`src/hdl/muldiv_params.svh`:
```
// data width and divider iteration count for the multiply/divide unit
`ifndef MULDIV_PARAMS_SVH
`define MULDIV_PARAMS_SVH

// operand and result width
`define MD_XLEN 32

// quotient bits produced by the divider, one per iteration
`define MD_DIV_ITER `MD_XLEN

`endif
```
`src/hdl/muldiv_pkg.sv`:
```
// operation encoding, data word type and operation classifier
`default_nettype none

`include "muldiv_params.svh"

package muldiv_pkg;

	// msb set means the op runs on the divider
	typedef enum logic [2:0] {
		OP_MUL    = 3'd0,
		OP_MULH   = 3'd1,
		OP_MULHSU = 3'd2,
		OP_MULHU  = 3'd3,
		OP_DIV    = 3'd4,
		OP_DIVU   = 3'd5,
		OP_REM    = 3'd6,
		OP_REMU   = 3'd7
	} muldiv_op_t;

	typedef logic [`MD_XLEN-1:0] word_t;

	function automatic logic is_div_op(input muldiv_op_t op);
		logic [2:0] code;
		code = op;
		return code[2];
	endfunction

endpackage

`default_nettype wire

```
`src/hdl/muldiv_unit.sv`:
```
// multiply/divide unit top level with operation dispatch and result hold
`timescale 1ns/1ps
`default_nettype none

module muldiv_unit
	import muldiv_pkg::*;
(
	input  logic       clk_i,
	input  logic       rst_i,
	input  logic       start_i,
	input  muldiv_op_t op_i,
	input  word_t      rs1_i,
	input  word_t      rs2_i,
	output word_t      result_o,
	output logic       done_o,
	output logic       busy_o
);

	logic       accept;
	logic       engine_done;

	// accepted operation, held for the engines
	muldiv_op_t op_r;
	word_t      rs1_r;
	word_t      rs2_r;

	logic       mul_start_r;
	logic       div_start_r;

	word_t      mul_product;
	logic       mul_done;
	word_t      div_result;
	logic       div_done;

	assign accept      = start_i & ~busy_o; // strobes while busy are dropped
	assign engine_done = mul_done | div_done;

	always_ff @(posedge clk_i) begin
		if (rst_i) begin
			busy_o      <= 1'b0;
			done_o      <= 1'b0;
			result_o    <= '0;
			mul_start_r <= 1'b0;
			div_start_r <= 1'b0;
		end else begin
			mul_start_r <= accept & ~is_div_op(op_i);
			div_start_r <= accept & is_div_op(op_i);
			done_o      <= engine_done;

			if (accept) begin
				busy_o <= 1'b1;
			end else if (engine_done) begin
				busy_o <= 1'b0; // drops with done_o
			end

			if (mul_done) begin
				result_o <= mul_product;
			end else if (div_done) begin
				result_o <= div_result;
			end
		end
	end

	always_ff @(posedge clk_i) begin
		if (accept) begin
			op_r  <= op_i;
			rs1_r <= rs1_i;
			rs2_r <= rs2_i;
		end
	end

	// both engines see the operands, only the started one captures them
	int_multiplier mul_i (
		.clk_i     (clk_i),
		.rst_i     (rst_i),
		.start_i   (mul_start_r),
		.op_i      (op_r),
		.a_i       (rs1_r),
		.b_i       (rs2_r),
		.product_o (mul_product),
		.done_o    (mul_done)
	);

	int_divider div_i (
		.clk_i      (clk_i),
		.rst_i      (rst_i),
		.start_i    (div_start_r),
		.op_i       (op_r),
		.dividend_i (rs1_r),
		.divisor_i  (rs2_r),
		.result_o   (div_result),
		.done_o     (div_done)
	);

endmodule

`default_nettype wire

```
`src/hdl/int_divider.sv`:
```
// iterative restoring divider for div, divu, rem and remu
`timescale 1ns/1ps
`default_nettype none

`include "muldiv_params.svh"

module int_divider
	import muldiv_pkg::*;
(
	input  logic       clk_i,
	input  logic       rst_i,
	input  logic       start_i,
	input  muldiv_op_t op_i,
	input  word_t      dividend_i,
	input  word_t      divisor_i,
	output word_t      result_o,
	output logic       done_o
);

	localparam int MSB   = `MD_XLEN - 1;
	localparam int CNT_W = `MD_DIV_ITER + 2; // load, iterations, sign fix

	// one-hot step counter, bit 0 is the load state
	logic [CNT_W-1:0] cnt_r;

	muldiv_op_t op_r;
	logic       neg_quo_r;
	logic       neg_rem_r;
	logic       div_zero_r;
	logic       ovf_r;
	word_t      dividend_r; // kept as given, for the edge cases
	word_t      divisor_r;  // magnitude
	word_t      quo_r;      // dividend shifts out, quotient shifts in
	word_t      rem_r;

	logic       signed_op;
	logic       a_neg;
	logic       b_neg;
	word_t      a_mag;
	word_t      b_mag;
	logic       ovf_in;

	logic [`MD_XLEN:0]   shifted;
	logic [`MD_XLEN+1:0] trial;
	logic                q_bit;
	word_t               rem_next;

	word_t      quo_fix;
	word_t      rem_fix;
	word_t      fix_result;

	// load cycle, strip signs for the signed forms
	always_comb begin
		signed_op = (op_i == OP_DIV) || (op_i == OP_REM);
		a_neg     = signed_op & dividend_i[MSB];
		b_neg     = signed_op & divisor_i[MSB];
		a_mag     = a_neg ? (~dividend_i + 1'b1) : dividend_i;
		b_mag     = b_neg ? (~divisor_i + 1'b1) : divisor_i;
		// most negative value over minus one
		ovf_in    = signed_op && (dividend_i == {1'b1, {MSB{1'b0}}}) && (&divisor_i);
	end

	// one shift-subtract step
	always_comb begin
		shifted  = {rem_r, quo_r[MSB]};
		trial    = {1'b0, shifted} - {2'b00, divisor_r};
		q_bit    = ~trial[`MD_XLEN+1];
		rem_next = q_bit ? trial[MSB:0] : shifted[MSB:0]; // restore on borrow
	end

	// sign fix and architectural edge cases
	always_comb begin
		quo_fix = neg_quo_r ? (~quo_r + 1'b1) : quo_r;
		rem_fix = neg_rem_r ? (~rem_r + 1'b1) : rem_r; // remainder follows dividend

		if (div_zero_r) begin
			quo_fix = '1;
			rem_fix = dividend_r;
		end else if (ovf_r) begin
			quo_fix = dividend_r;
			rem_fix = '0;
		end

		if ((op_r == OP_REM) || (op_r == OP_REMU)) begin
			fix_result = rem_fix;
		end else begin
			fix_result = quo_fix;
		end
	end

	always_ff @(posedge clk_i) begin
		if (rst_i) begin
			cnt_r  <= CNT_W'(1);
			done_o <= 1'b0;
		end else begin
			done_o <= 1'b0;
			if (cnt_r[0]) begin
				if (start_i) begin
					cnt_r <= cnt_r << 1;
				end
			end else if (cnt_r[CNT_W-1]) begin
				cnt_r  <= CNT_W'(1); // back to load
				done_o <= 1'b1;
			end else begin
				cnt_r <= cnt_r << 1;
			end
		end
	end

	always_ff @(posedge clk_i) begin
		if (cnt_r[0]) begin
			if (start_i) begin
				op_r       <= op_i;
				dividend_r <= dividend_i;
				divisor_r  <= b_mag;
				quo_r      <= a_mag;
				rem_r      <= '0;
				neg_quo_r  <= a_neg ^ b_neg;
				neg_rem_r  <= a_neg;
				div_zero_r <= (divisor_i == '0);
				ovf_r      <= ovf_in;
			end
		end else if (cnt_r[CNT_W-1]) begin
			result_o <= fix_result;
		end else begin
			quo_r <= {quo_r[MSB-1:0], q_bit};
			rem_r <= rem_next;
		end
	end

endmodule

`default_nettype wire

```
`src/hdl/int_multiplier.sv`:
```
// two-stage multiplier returning the low or high product word
`timescale 1ns/1ps
`default_nettype none

`include "muldiv_params.svh"

module int_multiplier
	import muldiv_pkg::*;
(
	input  logic       clk_i,
	input  logic       rst_i,
	input  logic       start_i,
	input  muldiv_op_t op_i,
	input  word_t      a_i,
	input  word_t      b_i,
	output word_t      product_o,
	output logic       done_o
);

	localparam int MSB = `MD_XLEN - 1;

	logic a_signed;
	logic b_signed;

	// stage one
	logic signed [`MD_XLEN:0] a_ext_r;
	logic signed [`MD_XLEN:0] b_ext_r;
	logic                     hi_sel_r;
	logic                     stage1_vld_r;

	// stage two
	logic signed [2*`MD_XLEN+1:0] prod_full;

	assign a_signed = (op_i == OP_MULH) || (op_i == OP_MULHSU);
	assign b_signed = (op_i == OP_MULH); // mulhsu keeps b unsigned

	assign prod_full = a_ext_r * b_ext_r;

	// done bit travels with the data
	always_ff @(posedge clk_i) begin
		if (rst_i) begin
			stage1_vld_r <= 1'b0;
			done_o       <= 1'b0;
		end else begin
			stage1_vld_r <= start_i;
			done_o       <= stage1_vld_r;
		end
	end

	always_ff @(posedge clk_i) begin
		if (start_i) begin
			a_ext_r  <= {a_signed & a_i[MSB], a_i};
			b_ext_r  <= {b_signed & b_i[MSB], b_i};
			hi_sel_r <= (op_i != OP_MUL);
		end
	end

	always_ff @(posedge clk_i) begin
		if (stage1_vld_r) begin
			if (hi_sel_r) begin
				product_o <= prod_full[2*`MD_XLEN-1:`MD_XLEN];
			end else begin
				product_o <= prod_full[MSB:0];
			end
		end
	end

endmodule

`default_nettype wire

```
`config.mk`:
```
export PLATFORM = sky130hd
export DESIGN_NAME = muldiv_unit
export DESIGN_NICKNAME = d
export VERILOG_FILES = /design/src/hdl/muldiv_pkg.sv /design/src/hdl/muldiv_unit.sv /design/src/hdl/int_divider.sv /design/src/hdl/int_multiplier.sv
export VERILOG_INCLUDE_DIRS = /design/src /design/src/hdl
export SDC_FILE = /design/constraint.sdc
export NUM_CORES = 2
export LEC_CHECK = 0
export ABC_AREA = 1
export BUFFER_PORTS_ARGS = -buffer_cell sky130_fd_sc_hd__buf_2
export CORE_MARGIN = 3
export CORE_UTILIZATION = 39
export DETAILED_ROUTE_END_ITERATION = 8
export HOLD_SLACK_MARGIN = 0.03
export MAX_ROUTING_LAYER = met4
export PLACE_DENSITY = 0.54
export SLEW_MARGIN = 40
export SYNTH_ARGS = -nofsm -noshare
export SYNTH_HDL_FRONTEND = slang
export SYNTH_SLANG_ARGS = --single-unit
```
`constraint.sdc`:
```
create_clock -name clk_i -period 9.5 [get_ports clk_i]
set_input_delay 1.9 -clock clk_i [delete_from_list [all_inputs] [get_ports clk_i]]
set_output_delay 1.9 -clock clk_i [all_outputs]
set_load 0.005 [all_outputs]
```
==> impl_metrics.json <==
{
  "gp_congestion": 0.965,
  "min_period_ns": 8.50,
  "dr.first_iter.drc_count": 3813,
  "startpoint_type": "flip-flop",
  "coreArea_sq_um": 157000,
  "initial_core_util_pct": 39.4,
  "slew_headroom_pct": 41.9,
  "cts_sinks": 405,
  "ys_types": 57,
  "ys.flop_type": "edfxtp_1",
  "min_path_type": "reg2reg",
  "fin_nets": 9157,
  "hold_violations": 0,
  "via_per_inst": 4.99,
  "layout-drive-gt1-share_pct": 5.72,
  "hold_depth": 2,
  "grtUsageMet1_pct": 35.9,
  "post_cts_resized": 0,
  "io_buffers": 103,
  "setup_tns_ns": 0,
  "slowest_delay_ns": 0.70,
  "cts_buffers": 47,
  "drt-pass1-iter-count": 7,
  "clkSlewWorstSetupHoldPaths_ns": 0.07,
  "maxCapViolations": 0,
  "yosys_warnings": 0,
  "grt_busiest_layer": "met2",
  "synth_edf_count": 332,
  "fill_cells": 15839,
  "netlist_area_sq_um": 61900,
  "cts_max_level": 2,
  "avgSynthCellArea_sq_um": 7.99,
  "cp_common_cell": "fa_1",
  "final_antenna_net_count": 0,
  "tightest_slew_ns": 0.871,
  "syn_to_final_growth_pct": 7.98,
  "drv_slew": 0,
  "cp_data_required_time_ns": 9.85,
  "synthArstFlopShare_pct": 0,
  "multiInputGateArea_sq_um": 41100,
  "clock_path_buffers": 3,
  "detailedPlacementHpwl_mm": 175,
  "synthCells": 7744,
  "cp.arrival_ns": 8.85,
  "use_met3_pct": 2.36,
  "io_pins": 104,
  "use_met2_pct": 44.3,
  "syn_nets": 9189,
  "antenna_found_initial": 7,
  "slowest_stage": "fa_1",
  "grt_pass1_vias": 50890,
  "ff_latch_area_sq_um": 11400,
  "grt_max_degree": 68,
  "cts_tree": "built",
  "hold_buffers": 0,
  "clock-root-buffer": "clkbuf_16",
  "setup_viol": 0,
  "endpoint_kind": "flip-flop",
  "ys_seq_area_share_pct": 18.5,
  "drc": 0,
  "wirelength_mm": 209,
  "cp_max_fo": 23,
  "placementRows": 145,
  "grt_usage_pct": 26.9,
  "dieArea_sq_um": 163000,
  "die_w_um": 404,
  "fp.dieH_um": 404,
  "worst-setup-path-type": "reg2reg",
  "grt_pass1_wl_mm": 322,
  "clock_latency_ns": 0.65,
  "ys_ff_latch": 405,
  "skew_ns": 0.0473,
  "cts_setup_buffers": 0,
  "clock.fmax_mhz": 118,
  "fin_crit_sh_pct": 89.5,
  "rsz0062_at_grt": "false",
  "status": "completed",
  "worst_r2r_path_depth": 28,
  "grt_overflow": 0,
  "routedWlPerCell_um": 21.3,
  "num_vias": 48951
}
## cells in the mapped netlist, types with 17 or more instances
cell	count	area [sq um]
o21ai_0	199	996
o21ai_1	22	110
nand4_1	62	388
clkbuf_1	320	1200
xnor2_1	20	175
xor2_1	52	455
nand3_1	284	1420
o21bai_1	26	195
nor3_1	36	180
inv_1	2116	7940
ha_1	249	3120
dfxtp_1	73	1460
nor4_1	20	125
nor2_1	361	1360
nand2_1	2040	7660
edfxtp_1	332	9970
a21oi_1	220	1100
o32ai_1	17	149
fa_1	1126	22500
## flip-flops by register name, summed over array words and instances, names as in the netlist, 32 cells and up
name	count
div_i.cnt_r	34
div_i.dividend_r	32
div_i.divisor_r	32
div_i.quo_r	32
div_i.rem_r	32
div_i.result_o	32
mul_i.a_ext_r	33
mul_i.b_ext_r	33
mul_i.product_o	32
result_o	32
rs1_r	32
rs2_r	32
## final cells by class
type	instances	share of cell area [%]
Clock inverter	34	0.712
Multi-Input combinational cell	4866	61.5
Antenna cell	5	0.0187
Sequential cell	405	17.1
Inverter	2128	12.0
Tap cell	2058	3.86
Timing Repair Buffer	264	2.92
Clock buffer	54	1.86
## worst max-delay path, delay by kind of cell (launching register included)
kind            cells  cell delay [ns]
compound gates      3             0.85
flops               1             0.59
fa+ha+maj           9             4.81
simple gates        7             0.76
buf+inv             9             1.20
## per-stage QoR
| stage | hold WS [ns] | setup WS [ns] | area, sq um | instances | util [%] |
|---|---|---|---|---|---|
| 3_3_place_gp | 0.456 | 0.897 | 64700 | 9697 | 41.3 |
| 2_1_floorplan | 0.445 | 2.19 | 61900 | 7744 | - |
| 3_5_place_dp | 0.461 | 1.06 | 65000 | 9717 | 41.4 |
| 4_1_cts | 0.471 | 1.00 | 66700 | 9805 | 42.5 |
| 5_1_grt | 0.495 | 0.660 | 66800 | 9812 | 42.6 |
| 6_report | 0.473 | 0.996 | 66800 | 9814 | 42.6 |
## metal layers
layer,share of wire [%],routed length [um],vias up
li1,-,-,22584
met1,44,91100,24729
met2,49,102000,1401
met3,4.8,10100,237
met4,2.9,6010,0
met5,0,0,-
## final timing paths
check | slack (ns) | endpoint | startpoint
max | 1.0 | mul_i.product_o[29] | mul_i.a_ext_r[32]
min | 0.47 | div_i.cnt_r[17] | div_i.cnt_r[16]
max reg2reg | 1.0 | mul_i.product_o[29] | mul_i.a_ext_r[32]
min reg2reg | 0.47 | div_i.cnt_r[17] | div_i.cnt_r[16]
## logic make-up (layout without fill, tap and decap cells)
kind of cell             count (synthesis)  after routing  share of synthesized area [%]
buffers and inverters                 2473           2480                           15.1
XOR/XNOR                                72             72                           1.02
AND/OR/NAND/NOR                       2878           2878                           19.1
flip-flops                             405            405                           18.5
adder cells (fa/ha/maj)               1375           1375                           41.5
other                                    0              5                              0
multiplexers                             1              1                         0.0182
AO/OA/AOI/OAI                          540            540                           4.84
## placed cells by master, fill, tap and decap left out, types with 19 or more instances in the layout
| master | synthesis | final |
|---|---|---|
| fa_1 | 1126 | 1126 |
| nor4_1 | 20 | 19 |
| buf_6 | 4 | 23 |
| dfxtp_1 | 73 | 72 |
| o21bai_1 | 26 | 26 |
| a21oi_1 | 220 | 220 |
| nand3_1 | 284 | 284 |
| o21ai_1 | 22 | 22 |
| xnor2_1 | 20 | 20 |
| o21ai_0 | 199 | 199 |
| buf_4 | 0 | 126 |
| edfxtp_1 | 332 | 332 |
| nand2_1 | 2040 | 2040 |
| inv_1 | 2116 | 2111 |
| ha_1 | 249 | 249 |
| buf_2 | 12 | 103 |
| nor2_1 | 361 | 356 |
| xor2_1 | 52 | 52 |
| nand4_1 | 62 | 62 |
| clkbuf_16 | 0 | 48 |
| nor3_1 | 36 | 36 |
Power is left out: the tool's default activity adds up to more than one toggle a clock period on the data nets, which glitch-free logic cannot reach.
